===== src/common/soc_config.svh =====
`ifndef SOC_CONFIG_SVH
`define SOC_CONFIG_SVH

// ------------------------------
// Bus geometry
// ------------------------------
`define SOC_DATA_W 64
`define SOC_ADDR_W 32
`define SOC_BE_W (`SOC_DATA_W / 8)
// Byte offset bits inside one bus word
`define SOC_WORD_OFFS_W $clog2(`SOC_DATA_W / 8)

// Harts fed with debug requests and timer interrupts
`define SOC_NUM_HARTS 2

// Cycles after reset before a debug request may reach a hart
`define SOC_DMI_DEL_CYCLES 500

// ------------------------------
// Address map
// ------------------------------
`define SOC_ROM_BASE 32'h0001_0000
`define SOC_ROM_LEN 32'h0000_0080
`define SOC_CLINT_BASE 32'h0200_0000
`define SOC_CLINT_LEN 32'h0000_0010
`define SOC_SPM_BASE 32'h1C00_0000
`define SOC_SPM_LEN 32'h0000_0800

// Memory depths in bus words
`define SOC_ROM_WORDS (`SOC_ROM_LEN / `SOC_BE_W)
`define SOC_SPM_WORDS (`SOC_SPM_LEN / `SOC_BE_W)

`endif

===== src/common/soc_pkg.sv =====
`include "soc_config.svh"

package soc_pkg;

  // One bus request as issued by the master
  typedef struct packed {
    logic                   we;
    logic [`SOC_ADDR_W-1:0] addr;
    logic [`SOC_DATA_W-1:0] wdata;
    logic [`SOC_BE_W-1:0]   be;
  } bus_req_t;

  typedef struct packed {
    logic [`SOC_DATA_W-1:0] rdata;
    logic                   err;
  } bus_rsp_t;

  typedef enum logic [1:0] {
    TGT_ROM,
    TGT_CLINT,
    TGT_SPM
  } target_e;

  // End address is exclusive
  typedef struct packed {
    target_e                idx;
    logic [`SOC_ADDR_W-1:0] start_addr;
    logic [`SOC_ADDR_W-1:0] end_addr;
  } addr_rule_t;

  localparam int unsigned NUM_RULES = 3;

  localparam addr_rule_t addr_map [NUM_RULES] = '{
    '{idx: TGT_ROM,   start_addr: `SOC_ROM_BASE,   end_addr: `SOC_ROM_BASE + `SOC_ROM_LEN},
    '{idx: TGT_CLINT, start_addr: `SOC_CLINT_BASE, end_addr: `SOC_CLINT_BASE + `SOC_CLINT_LEN},
    '{idx: TGT_SPM,   start_addr: `SOC_SPM_BASE,   end_addr: `SOC_SPM_BASE + `SOC_SPM_LEN}
  };

  // Boot code image, two instructions per word
  localparam logic [`SOC_DATA_W-1:0] boot_rom_table [`SOC_ROM_WORDS] = '{
    64'h0000_0297_F140_2573,
    64'h0202_B583_0182_B283,
    64'h0000_0013_0002_8067,
    64'h1C00_0137_0000_0013,
    64'h0001_0113_8001_0113,
    64'h0000_0513_0000_0593,
    64'h1050_0073_0000_006F,
    64'h0000_0000_1C00_0000,
    64'h0000_0000_8000_0000,
    64'hDEAD_BEEF_0BAD_F00D,
    64'h0123_4567_89AB_CDEF,
    64'hFEDC_BA98_7654_3210,
    64'h5555_AAAA_3333_CCCC,
    64'h0F0F_F0F0_00FF_FF00,
    64'h7FFF_FFFF_8000_0001,
    64'hC0DE_CAFE_0000_0001
  };

endpackage


===== src/clint/clint_timer.sv =====
`timescale 1ns/10ps
`include "soc_config.svh"

module clint_timer (
  input  logic                      clk_i,
  input  logic                      ndmreset_n,
  input  logic                      rtc_i,
  input  logic                      req_i,
  input  soc_pkg::bus_req_t         tgt_req_i,
  output logic [`SOC_DATA_W-1:0]    rdata_o,
  output logic [`SOC_NUM_HARTS-1:0] timer_irq_o
);
  import soc_pkg::*;

  logic [1:0]             rtc_sync_q;
  logic                   rtc_prev_q;
  logic                   rtc_div_q;
  logic                   rtc_rise;
  logic [`SOC_DATA_W-1:0] mtime_q;
  logic [`SOC_DATA_W-1:0] mtimecmp_q;
  logic                   sel_cmp;

  // ------------------------------
  // RTC sync and divide by two
  // ------------------------------
  assign rtc_rise = rtc_sync_q[1] & ~rtc_prev_q;

  always_ff @(posedge clk_i or negedge ndmreset_n) begin
    if (!ndmreset_n) begin
      rtc_sync_q <= '0;
      rtc_prev_q <= 1'b0;
      rtc_div_q  <= 1'b0;
      mtime_q    <= '0;
    end else begin
      rtc_sync_q <= {rtc_sync_q[0], rtc_i};
      rtc_prev_q <= rtc_sync_q[1];
      if (rtc_rise) begin
        rtc_div_q <= ~rtc_div_q;
        // mtime ticks when the divider wraps
        if (rtc_div_q) mtime_q <= mtime_q + 1'b1;
      end
    end
  end

  // ------------------------------
  // Register access
  // ------------------------------
  // Offset 8 is mtimecmp, offset 0 is mtime
  assign sel_cmp = tgt_req_i.addr[`SOC_WORD_OFFS_W];

  always_ff @(posedge clk_i or negedge ndmreset_n) begin
    if (!ndmreset_n) begin
      mtimecmp_q <= '1;
      rdata_o    <= '0;
    end else if (req_i) begin
      if (tgt_req_i.we) begin
        // Whole-word write, mtime is read-only
        if (sel_cmp) mtimecmp_q <= tgt_req_i.wdata;
      end else begin
        rdata_o <= sel_cmp ? mtimecmp_q : mtime_q;
      end
    end
  end

  assign timer_irq_o = {`SOC_NUM_HARTS{mtime_q >= mtimecmp_q}};

endmodule


===== config.mk =====
export PLATFORM = sky130hd
export DESIGN_NAME = clint_timer
export DESIGN_NICKNAME = d
export VERILOG_FILES = /design/src/common/soc_pkg.sv /design/src/clint/clint_timer.sv
export VERILOG_INCLUDE_DIRS = /design/src /design/src/common
export SDC_FILE = /design/constraint.sdc
export NUM_CORES = 1
export LEC_CHECK = 0
export ABC_CLOCK_PERIOD_IN_PS = 3300
export BUFFER_PORTS_ARGS = -buffer_cell sky130_fd_sc_hd__buf_2
export CAP_MARGIN = 20
export CORE_ASPECT_RATIO = 1.5
export CORE_MARGIN = 2
export CORE_UTILIZATION = 25
export DETAILED_ROUTE_END_ITERATION = 7
export MAX_ROUTING_LAYER = met4
export SYNTH_ARGS = -nofsm -noshare
export SYNTH_HDL_FRONTEND = slang
export SYNTH_SLANG_ARGS = --single-unit

===== constraint.sdc =====
create_clock -name clk_i -period 3.3 [get_ports clk_i]
set_input_delay 0.495 -clock clk_i [delete_from_list [all_inputs] [get_ports clk_i]]
set_output_delay 0.495 -clock clk_i [all_outputs]
set_load 0.03 [all_outputs]

==> summary.md, run 1 <==
| Metric | Value |
|---|---|
| Number of nets in the layout | 1233 |
| Biggest area contributors in the synthesized netlist | sky130_fd_sc_hd__dfrtp_1 33%, sky130_fd_sc_hd__dfstp_2 17%, sky130_fd_sc_hd__ha_1 8.2% |
| Vias in the first global route | 7533 |
| Hold violation total from the final report | 0 |
| Type of destination of the critical path | primary output |
| Clock root buffer | sky130_fd_sc_hd__clkbuf_16 |
| Unrepaired setup endpoints after global routing | true |
| Number of nets with antenna violations after routing | 0 |
| Post-placement setup slack | 0.166 ns |
| First drt pass iteration count | 4 |
| Static leakage power | 6.04 nW |
| Setup CP Type | register to primary output |
| Antenna violations before repair | 0 |
| Number of flops mapped to enable cells by yosys | 0 |
| Final worst-path setup slack | 0.0981 ns |
| Clock transition time at the flip-flop clock pins of the worst setup and hold paths | 0.07 ns |
| Die H | 249 um |
| Async S/R FF share, synth | 1.00 |
| Library cell contributing the largest single delay on the critical path | sky130_fd_sc_hd__dfstp_2 |
| Upper clock frequency limit | 312 MHz |
| TritonCTS clock tree | built |
| Fill cell instance count of the final layout | 4042 |
| Yosys warning count | 0 |
| Setup crit start kind | register |
| Final GP Congestion | 0.755 |
| Highest cell delay on the worst timing path | 0.55 ns |
| IO Pins | 175 |
| Final count of negative-setup-slack endpoints | 0 |
| Horiz. Die Dim | 167 um |
| Total standard cell area after synthesis | 9970 um2 |
| Area occupied by multi-input gates | 4920 um2 |
| Seq/Total Area, Yosys | 0.500 |
| Mean instance size in the synthesized netlist | 11.2 um2 |
| Number of rows created at floorplan | 89 |
| Number of sinks driven by the clock tree | 196 |
| Largest area contributor in the netlist | sky130_fd_sc_hd__dfrtp_1 |
| Post-placement cell count | 1527 |
| Insertion delay to the later sink of the worst-skew pair | 0.46 ns |
| Net Count, Synth | 1067 |
| Wire length of the first global-routing pass | 39400 um |
| Normalized max-slew margin | 0.380 |
| Vias | 7005 |
| Number of hold buffers added after cts | 0 |
| Worst ir drop on vdd | 0.294 mV |
| Post-synthesis instance total | 893 |
| Port bufs | 135 |
| DRT iter0 DRCs | 244 |
| Post-route DRC | 0 |
| Residual overflow from global routing | 0 |
| Maximum capacitance violations | 0 |
| Post-synth cell types | 52 |
| Most used flip-flop cell after synthesis | sky130_fd_sc_hd__dfrtp_1 |
| Tot GR Track Use | 0.125 |
| Number of synthesized register bits | 196 |
| Worst Max-Slew Pin Slew | 0.930 ns |
| Minimum clock period after layout | 3.20 ns |
| Layout overhead on the synthesized area | 24.3% |
| Final antenna diode count | 0 |
| Maximum fanout encountered on the critical timing path | 3 |
| Starting density of the core | 0.254 |
| Worst hold slack | 0.0489 ns |
| Outcome | complete, no violations |
| Cell Pwr Density | 530 nW/um2 |
| Routed wire length | 24600 um |
| Routed wire per std cell | 15.7 um |
| H-tree levels | 4 |
| Period utilisation layout | 0.970 |
| Die ar. | 41500 um2 |
| Buffer depth of the longest clock path | 2 |
| Seq. cell area | 4980 um2 |
| Worst clock skew | 0.0125 ns |
| Max-slew violation count | 0 |
| Via density per instance | 4.46 |
| Class of the worst hold path | input pin to asynchronous set/reset pin |
| Count of non-filler cells in the finished layout | 1571 |
| WP data arrival | 2.71 ns |
| Post-detail-place hpwl | 17900 um |
| Proportion of layout cells with a drive suffix above 1 | 0.366 |
| Core box area | 39300 um2 |
| Area fraction of the dominant cell type after synthesis | 0.331 |
| Pin count of the biggest net entering global routing | 88 |
| Total CTS buffers | 17 |
| Required time of the critical path | 2.80 ns |
| Cell Chain, Critical Path | inv_2, ha_4, nand4_1, buf_4, or4_4, nor4_4, a211oi_2, o21ai_2, buf_6 |
==> registers in the layout, summed over array words and instances, names as in the netlist <==
signal      flops
mtime_q        64
mtimecmp_q     64
rdata_o        64
rtc_sync_q      2
rtc_div_q       1
rtc_prev_q      1
==> Yosys cell counts (2+ instances only) <==
master	number
sky130_fd_sc_hd__a211oi_1	2
sky130_fd_sc_hd__and2_1	2
sky130_fd_sc_hd__xnor2_1	43
sky130_fd_sc_hd__and4_1	12
sky130_fd_sc_hd__o21a_1	2
sky130_fd_sc_hd__inv_1	64
sky130_fd_sc_hd__dfrtp_1	132
sky130_fd_sc_hd__nor3_1	8
sky130_fd_sc_hd__o21ai_0	72
sky130_fd_sc_hd__and3_1	14
sky130_fd_sc_hd__nand2_1	107
sky130_fd_sc_hd__nor2_1	13
sky130_fd_sc_hd__a21oi_1	23
sky130_fd_sc_hd__nand3_1	33
sky130_fd_sc_hd__mux2_2	65
sky130_fd_sc_hd__a221oi_1	3
sky130_fd_sc_hd__nand2b_1	3
sky130_fd_sc_hd__nand4_1	17
sky130_fd_sc_hd__buf_1	4
sky130_fd_sc_hd__nor4_2	3
sky130_fd_sc_hd__nor4_4	2
sky130_fd_sc_hd__a21o_1	3
sky130_fd_sc_hd__ha_1	65
sky130_fd_sc_hd__mux2i_1	64
sky130_fd_sc_hd__dfstp_2	64
sky130_fd_sc_hd__nor2_2	2
sky130_fd_sc_hd__xor2_1	21
sky130_fd_sc_hd__clkbuf_1	24
sky130_fd_sc_hd__nor4_1	2
sky130_fd_sc_hd__o31ai_1	2
==> layout by cell type (no fill, tap or decap), types with 3 or more instances in the layout <==
master	instances
sky130_fd_sc_hd__a21o_1	3
sky130_fd_sc_hd__a21oi_1	21
sky130_fd_sc_hd__and3_1	14
sky130_fd_sc_hd__and4_1	10
sky130_fd_sc_hd__and4_4	3
sky130_fd_sc_hd__buf_2	131
sky130_fd_sc_hd__buf_4	41
sky130_fd_sc_hd__clkbuf_16	17
sky130_fd_sc_hd__clkbuf_8	3
sky130_fd_sc_hd__clkinv_2	3
sky130_fd_sc_hd__dfrtp_1	132
sky130_fd_sc_hd__dfstp_2	64
sky130_fd_sc_hd__ha_1	51
sky130_fd_sc_hd__ha_4	14
sky130_fd_sc_hd__inv_1	58
sky130_fd_sc_hd__inv_2	6
sky130_fd_sc_hd__inv_6	3
sky130_fd_sc_hd__mux2_2	65
sky130_fd_sc_hd__mux2i_1	64
sky130_fd_sc_hd__nand2_1	107
sky130_fd_sc_hd__nand3_1	32
sky130_fd_sc_hd__nand4_1	17
sky130_fd_sc_hd__nor2_1	13
sky130_fd_sc_hd__nor3_1	7
sky130_fd_sc_hd__nor4_2	4
sky130_fd_sc_hd__nor4_4	3
sky130_fd_sc_hd__o21ai_0	69
sky130_fd_sc_hd__xnor2_1	43
sky130_fd_sc_hd__xor2_1	21
==> routing by layer <==
layer  GRT usage  wire length [um]  part of all wire
met1       0.138             10300              0.42
met2       0.223             13100              0.53
met3      0.0180               544             0.022
met4      0.0567               704             0.029
met5           -                 0                 0
==> report_power, final <==
part	switching, W	internal (W)
clock	0.000953	0.00116
sequential	0.000234	0.00282
combinational	0.000817	0.000580
==> cell families (layout without fill, tap and decap cells) <==
kind of cell    after synthesis  count (layout)  synth area share
compound gates              114             114            0.0629
simple gates                231             231             0.125
mux                         129             129             0.138
fa+ha+maj                    65              65            0.0816
xor+xnor                     64              64            0.0562
buf+inv                      94             272            0.0365
flops                       196             196             0.500
==> worst max-delay path, delay by kind of cell (launching register included) <==
| family | cells | cell delay (ns) |
|---|---|---|
| buffers and inverters | 3 | 0.38 |
| DFF | 1 | 0.55 |
| adders and majority gates | 1 | 0.27 |
| AOI/OAI and AO/OA | 2 | 0.22 |
| and+or+nand+nor | 3 | 0.83 |
==> path summary, 6_finish.rpt <==
check                            endpoint  cells after the start  slack, ns            from
min in group clk_i          rtc_sync_q[0]                      1       0.15           rtc_i
max in group asynchronous  mtimecmp_q[39]                      2       2.41      ndmreset_n
min reg2reg                 rtc_sync_q[1]                      0       0.37   rtc_sync_q[0]
max                        timer_irq_o[0]                      9        0.1  mtimecmp_q[47]
max reg2reg                   mtime_q[50]                      6       0.78     mtime_q[27]
min                         rtc_sync_q[0]                      1       0.05      ndmreset_n
==> stage by stage <==
stage	area, um2	total power, W	setup TNS (ns)	utilization
2_1_floorplan	9970	0.00391	0	-
3_3_place_gp	11400	0.00435	0	0.290
3_5_place_dp	11400	0.00439	0	0.290
4_1_cts	12200	0.00660	-0.0648	0.310
5_1_grt	12400	0.00694	-0.0768	0.315
6_report	12400	0.00656	0	0.315
==> layout make-up <==
type,count,share of cell area
flip-flops and latches,196,0.402
multi-input cells,603,0.397
clock inverters,11,0.0101
repair buffers,177,0.0839
clock buffers,20,0.0369
inverters,64,0.0194
well taps,500,0.0505
==> timing repair <==
item                       4_1_cts  5_1_grt
resized for setup               21       26
setup endpoints to repair        2        2
setup buffers                    9        4
hold endpoints to repair         0        0
pin swaps                        3       15
Power figures use the tool's default switching activity.
==> run 2: changes to the inputs <==
Settings changed: CORE_UTILIZATION 25 to 57, PLACE_DENSITY set to 0.81.
==> run 2 against run 1 <==
Utilization increased by 36 points. Largest cell class unchanged. Global-route usage increased by 12 points. Worst setup slack got worse by 0.019 ns. Register-to-register slack improved by 0.03 ns. Maximum frequency decreased by 0.60%. Combinational power decreased by 9%. Cell area decreased by 6.0%. Sequential share of layout area increased by 2.6 points. Highest routed layer unchanged. Critical endpoint unchanged.
==> summary.md, run 2 (same netlist as run 1, synthesis figures left out) <==
| Metric | Value |
|---|---|
| Outcome | complete, no violations (unchanged) |
| Hold violation total from the final report | 0 (unchanged) |
| Worst ir drop on vdd | 0.348 mV (was 0.294 mV) |
| Wire length of the first global-routing pass | 35600 um (was 39400 um) |
| Minimum clock period after layout | 3.22 ns (was 3.20 ns) |
| Port bufs | 135 (unchanged) |
| Clock root buffer | sky130_fd_sc_hd__clkbuf_16 (unchanged) |
| Commonest non-fill, non-tap cells in the layout | 131 x sky130_fd_sc_hd__buf_2, 131 x sky130_fd_sc_hd__dfrtp_1, 107 x sky130_fd_sc_hd__nand2_1 (was 132 x sky130_fd_sc_hd__dfrtp_1, 131 x sky130_fd_sc_hd__buf_2, 107 x sky130_fd_sc_hd__nand2_1) |
| Pin count of the biggest net entering global routing | 129 (was 88) |
| Buffer depth of the longest clock path | 2 (unchanged) |
| Vias | 7029 (was 7005) |
| Total power draw | 0.00647 W (was 0.00656 W) |
| Tot GR Track Use | 0.245 (was 0.125) |
| Count of non-filler cells in the finished layout | 1254 (was 1571) |
| Final GP Congestion | 0.815 (was 0.755) |
| Residual overflow from global routing | 0 (unchanged) |
| Clock transition time at the flip-flop clock pins of the worst setup and hold paths | 0.07 ns (about the same) |
| Number of rows created at floorplan | 59 (was 89) |
| Horiz. Die Dim | 112 um (was 167 um) |
| WP data arrival | 2.73 ns (was 2.71 ns) |
| Layout overhead on the synthesized area | 16.8% (was 24.3%) |
| Class of the worst hold path | input pin to asynchronous set/reset pin (unchanged) |
| Unrepaired setup endpoints after global routing | true (unchanged) |
| Maximum fanout encountered on the critical timing path | 3 (unchanged) |
| Number of sinks driven by the clock tree | 196 (unchanged) |
| Type of destination of the critical path | primary output (unchanged) |
| Total CTS buffers | 17 (unchanged) |
| Number of nets in the layout | 1200 (was 1233) |
| Normalized max-slew margin | 0.319 (was 0.380) |
| Insertion delay to the later sink of the worst-skew pair | 0.43 ns (was 0.46 ns) |
| Upper clock frequency limit | 310 MHz (was 312 MHz) |
| Worst Max-Slew Pin Slew | 1.02 ns (was 0.930 ns) |
| Vias in the first global route | 7261 (was 7533) |
| Fill cell instance count of the final layout | 1324 (was 4042) |
| Cell Pwr Density | 556 nW/um2 (was 530 nW/um2) |
| Top Registers | mtime_q (64), mtimecmp_q (64), rdata_o (64) (unchanged) |
| Die ar. | 18600 um2 (was 41500 um2) |
| Required time of the critical path | 2.80 ns (about the same) |
| Routed wire per std cell | 17.0 um (was 15.7 um) |
| Worst clock skew | 0.00904 ns (was 0.0125 ns) |
| Starting density of the core | 0.577 (was 0.254) |
| H-tree levels | 4 (unchanged) |
| Number of buffers inserted to repair setup after CTS | 0 (was 9) |
| Static leakage power | 5.90 nW (was 6.04 nW) |
| Area post-placement | 10900 um2 (was 11400 um2) |
| Number of nets with antenna violations after routing | 0 (unchanged) |
| Post-detail-place hpwl | 14700 um (was 17900 um) |
| Core box area | 17300 um2 (was 39300 um2) |
| Post-route DRC | 0 (unchanged) |
| DRT iter0 DRCs | 332 (was 244) |
| Number of hold buffers added after cts | 0 (unchanged) |
| Max-slew violation count | 0 (unchanged) |
| IO Pins | 175 (unchanged) |
| Period utilisation layout | 0.976 (was 0.970) |
| Setup crit start kind | register (unchanged) |
| Post-placement cell count | 1219 (was 1527) |
| Via density per instance | 5.61 (was 4.46) |
| Proportion of layout cells with a drive suffix above 1 | 0.326 (was 0.366) |
| Setup CP Type | register to primary output (unchanged) |
| Antenna violations before repair | 2 (was 0) |
| First drt pass iteration count | 4 (unchanged) |
| Final count of negative-setup-slack endpoints | 0 (unchanged) |
| Maximum capacitance violations | 0 (unchanged) |
| Die H | 166 um (was 249 um) |
| Routed wire length | 21400 um (was 24600 um) |
| Final Cell Area | 11600 um2 (was 12400 um2) |
| TritonCTS clock tree | built (unchanged) |
-- run 2: cell types whose count changed in the layout (fill, tap and decap cells not counted), moves of 2 or more --
cell and change:
sky130_fd_sc_hd__buf_4 -31, sky130_fd_sc_hd__buf_6 -2, sky130_fd_sc_hd__diode_2 +2, sky130_fd_sc_hd__ha_1 +10, sky130_fd_sc_hd__ha_4 -10, sky130_fd_sc_hd__inv_1 +6, sky130_fd_sc_hd__inv_2 -6
-- run 2: timing repair --
action | in CTS | in global routing
resized for setup | 11 | 10
cloned | 0 | 0
setup endpoints to repair | 2 | 2
pin swaps | 2 | 3
-- run 2: stage by stage --
step	hold WS [ns]	TNS [ns]	utilization	setup WS [ns]
2_1_floorplan	0.199	0	-	0.171
3_3_place_gp	0.338	0	0.630	0.347
3_5_place_dp	0.340	0	0.630	0.279
4_1_cts	0.0149	0	0.668	0.000266
5_1_grt	0.0300	-0.0195	0.674	-0.0100
6_report	0.00954	0	0.674	0.0789
-- run 2: per-layer routing --
metal,global-route usage,part of all wire,up-vias
met5,-,0,-
met4,0.0785,0.020,0
met3,0.0409,0.037,30
met2,0.417,0.54,154
met1,0.300,0.41,3471
li1,-,-,3374
-- run 2: final cells by class --
cell class | count | area, um2 | share of cell area
antenna | 2 | 5.00 | 0.000430
clock buffer | 20 | 457 | 0.0392
clock inverter | 12 | 151 | 0.0130
inverter | 64 | 240 | 0.0206
multi-input combinational | 603 | 4740 | 0.407
sequential | 196 | 4990 | 0.428
tap | 213 | 267 | 0.0229
timing repair buffer | 144 | 792 | 0.0680
-- run 2: power by group --
part | switching (W) | internal, W | total, W
registers | 0.000234 | 0.00283 | 0.00306
logic | 0.000767 | 0.000515 | 0.00128
clock network | 0.000896 | 0.00123 | 0.00213
total | 0.00190 | 0.00457 | 0.00647
-- run 2: worst paths after layout --
check	from	endpoint	slack, ns	depth (start not counted)
worst max-delay path	mtimecmp_q[59]	timer_irq_o[0]	0.08	8
worst min-delay path	ndmreset_n	rdata_o[0]	0.01	1
worst max register to register	mtime_q[27]	mtime_q[50]	0.81	6
worst min register to register	rtc_sync_q[0]	rtc_sync_q[1]	0.36	0
max in group asynchronous	ndmreset_n	mtimecmp_q[19]	2.44	2
min in group clk_i	rtc_i	rtc_sync_q[0]	0.17	1
-- run 2: critical path: stages (launching register included) --
cell                       delay (ns)
sky130_fd_sc_hd__dfstp_2         0.54
sky130_fd_sc_hd__inv_1           0.04
sky130_fd_sc_hd__ha_1            0.30
sky130_fd_sc_hd__nand4_1         0.17
sky130_fd_sc_hd__or4_4           0.61
sky130_fd_sc_hd__nor4_4          0.24
sky130_fd_sc_hd__a211oi_2        0.11
sky130_fd_sc_hd__o21ai_2         0.10
sky130_fd_sc_hd__buf_4           0.19
==> run 3: changes to the inputs <==
Settings changed: CORE_ASPECT_RATIO 1.5 to 0.5, CORE_MARGIN 2 to not set.
==> run 3 against run 2 <==
Sequential share of layout area rose by 0.055 points. Worst hold slack improved by 0.047 ns. Critical path depth rose by 2. Combinational power barely moved. Cell count rose by 1.1%. Worst setup slack improved by 0.017 ns. Maximum frequency rose by 0.52%. Routed wire length fell by 3.8%. Critical path type unchanged.
==> summary.md, run 3 (same netlist as run 1, synthesis figures left out) <==
| Metric | Value |
|---|---|
| Vias in the first global route | 6837 (was 7261) |
| Clock transition time at the flip-flop clock pins of the worst setup and hold paths | 0.08 ns (was 0.07 ns) |
| Library cell contributing the largest single delay on the critical path | sky130_fd_sc_hd__dfstp_2 (was sky130_fd_sc_hd__or4_4) |
| Starting density of the core | 0.596 (was 0.577) |
| Insertion delay to the later sink of the worst-skew pair | 0.43 ns (about the same) |
| Post-route DRC | 0 (unchanged) |
| Outcome | complete, no violations (unchanged) |
| Worst Max-Slew Pin Slew | 1.03 ns (was 1.02 ns) |
| Upper clock frequency limit | 312 MHz (was 310 MHz) |
| Buffer depth of the longest clock path | 2 (unchanged) |
| Commonest non-fill, non-tap cells in the layout | 131 x sky130_fd_sc_hd__buf_2, 131 x sky130_fd_sc_hd__dfrtp_1, 106 x sky130_fd_sc_hd__nand2_1 (was 131 x sky130_fd_sc_hd__buf_2, 131 x sky130_fd_sc_hd__dfrtp_1, 107 x sky130_fd_sc_hd__nand2_1) |
| Port bufs | 135 (unchanged) |
| Number of nets in the layout | 1201 (was 1200) |
| Proportion of layout cells with a drive suffix above 1 | 0.325 (was 0.326) |
| Residual overflow from global routing | 0 (unchanged) |
| Type of destination of the critical path | primary output (unchanged) |
| H-tree levels | 4 (unchanged) |
| Layout overhead on the synthesized area | 16.6% (was 16.8%) |
| Vias | 6997 (was 7029) |
| Normalized max-slew margin | 0.313 (was 0.319) |
| Tot GR Track Use | 0.244 (was 0.245) |
| Cell Chain, Critical Path | inv_1, ha_1, nand4_1, buf_4, nor2_1, a221oi_1, o22ai_1, a211oi_2, o21ai_2, buf_6 (was inv_1, ha_1, nand4_1, or4_4, nor4_4, a211oi_2, o21ai_2, buf_4) |
| Number of hold buffers added after cts | 0 (unchanged) |
| Maximum fanout encountered on the critical timing path | 3 (unchanged) |
| Pin count of the biggest net entering global routing | 129 (unchanged) |
| Met1 wire length | 9860 um (was 8690 um) |
| Cell Pwr Density | 547 nW/um2 (was 556 nW/um2) |
| Endpoint of the worst register-to-register path | mtime_q[50] (unchanged) |
| IO Pins | 175 (unchanged) |
| Highest routed metal layer | met4 (unchanged) |
| Launching instance or port of the critical path | mtimecmp_q[42] (was mtimecmp_q[59]) |
| First drt pass iteration count | 4 (unchanged) |
| Highest cell delay on the worst timing path | 0.55 ns (was 0.61 ns) |
| Number of sinks driven by the clock tree | 196 (unchanged) |
| Class of the worst hold path | input pin to asynchronous set/reset pin (unchanged) |
| Setup total negative slack | 0 ns (unchanged) |
| Total CTS buffers | 17 (unchanged) |
| Minimum clock period after layout | 3.20 ns (was 3.22 ns) |
| Static leakage power | 5.88 nW (was 5.90 nW) |
| Worst clock skew | 0.0118 ns (was 0.00904 ns) |
| Horiz. Die Dim | 189 um (was 112 um) |
| Count of non-filler cells in the finished layout | 1268 (was 1254) |
| Setup CP Type | register to primary output (unchanged) |
| Final GP Congestion | 0.795 (was 0.815) |
| Die ar. | 18100 um2 (was 18600 um2) |
| Worst reg2reg path startpoint | mtime_q[27] (unchanged) |
| DRT iter0 DRCs | 286 (was 332) |
| Core box area | 16700 um2 (was 17300 um2) |
| Final count of negative-setup-slack endpoints | 0 (unchanged) |
| Number of rows created at floorplan | 33 (was 59) |
| Antenna violations before repair | 1 (was 2) |
| Length of routed met3 wiring | 691 um (was 790 um) |
| Setup crit start kind | register (unchanged) |
| Depth of the worst register-to-register path | 6 (unchanged) |
| Clock root buffer | sky130_fd_sc_hd__clkbuf_16 (unchanged) |
| Setup crit end | timer_irq_o[0] (unchanged) |
| TritonCTS clock tree | built (unchanged) |
| R2R Setup Slk | 0.89 ns (was 0.81 ns) |
| Top Registers | mtime_q (64), mtimecmp_q (64), rdata_o (64) (unchanged) |
| Hold violation total from the final report | 0 (unchanged) |
| WP data arrival | 2.71 ns (was 2.73 ns) |
| Worst hold slack | 0.0561 ns (was 0.00954 ns) |
| Die H | 95.5 um (was 166 um) |
| Routed wire length | 20500 um (was 21400 um) |
| Number of nets with antenna violations after routing | 0 (unchanged) |
| Maximum capacitance violations | 0 (unchanged) |
| Worst ir drop on vdd | 0.378 mV (was 0.348 mV) |
| Period utilisation layout | 0.971 (was 0.976) |
| Wire length of the first global-routing pass | 33600 um (was 35600 um) |
| Max-slew violation count | 0 (unchanged) |
| Detailed-routed wire length on met2 | 9800 um (was 11400 um) |
| Required time of the critical path | 2.80 ns (about the same) |
| Post-detail-place hpwl | 14300 um (was 14700 um) |
| Post-placement cell count | 1231 (was 1219) |
| Via density per instance | 5.52 (was 5.61) |
| Routed wire per std cell | 16.2 um (was 17.0 um) |
[run 3: changes by cell type in the layout (fill, tap and decap cells not counted), sizes merged]
cell / before / now
inv: 66 / 69
clkinv: 5 / 1
diode: 2 / 1
buf: 143 / 144
bufinv: 3 / 1
clkinvlp: 2 / 5
[run 3: power breakdown]
part | internal (W) | switching, W
sequential | 0.00282 | 0.000240
clock | 0.00106 | 0.000938
combinational | 0.000526 | 0.000771
[run 3: layer usage]
| layer | vias to the layer above | global-route usage |
|---|---|---|
| li1 | 3385 | - |
| met4 | 0 | 0.0551 |
| met5 | - | - |
| met1 | 3476 | 0.325 |
| met2 | 120 | 0.396 |
| met3 | 16 | 0.0420 |
[run 3: worst min-delay path by stage]
| stage | slack, ns | endpoint | cells past startpoint |
|---|---|---|---|
| floorplan | 0.20 | mtime_q[0] | 0 |
| global placement | 0.33 | rtc_sync_q[1] | 0 |
| detailed placement | 0.34 | rtc_sync_q[1] | 0 |
| CTS | 0.06 | rdata_o[6] | 1 |
| global route | 0.08 | rtc_div_q | 1 |
| finish | 0.06 | rtc_div_q | 1 |
[run 3: metrics by stage]
| stage | total power [W] | area, um2 | utilization | setup slack (ns) |
|---|---|---|---|---|
| global placement | 0.00427 | 10900 | 0.651 | 0.353 |
| CTS | 0.00636 | 11500 | 0.687 | 0.00390 |
| floorplan | 0.00391 | 9970 | - | 0.171 |
| detailed placement | 0.00433 | 10900 | 0.651 | 0.312 |
| finish | 0.00636 | 11600 | 0.695 | 0.0957 |
| global route | 0.00668 | 11600 | 0.695 | -0.0102 |
[run 3: worst max-delay path, delay by kind of cell (launching register included)]
family / cells / cell delay, ns
AO/OA/AOI/OAI: 4 / 0.90
adder cells (fa/ha/maj): 1 / 0.31
buffers and inverters: 3 / 0.32
flip-flops: 1 / 0.55
AND/OR/NAND/NOR: 2 / 0.18
[run 3: final cells by class]
cell class                      instances  area (um2)
Fill cell                            1224        5100
Sequential cell                       196        4990
Multi-Input combinational cell        603        4740
Timing Repair Buffer                  145         807
Clock buffer                           20         437
Tap cell                              227         284
Inverter                               64         240
Clock inverter                         12         125
Antenna cell                            1        2.50
[run 3: repair_timing]
action / 4_1_cts / 5_1_grt
gates resized for setup: 9 / 15
pin swaps: 3 / 7
buffers inserted: 0 / 3
endpoints found under the hold margin: 0 / 0
endpoints found under the setup margin: 2 / 2
cloned: 0 / 0
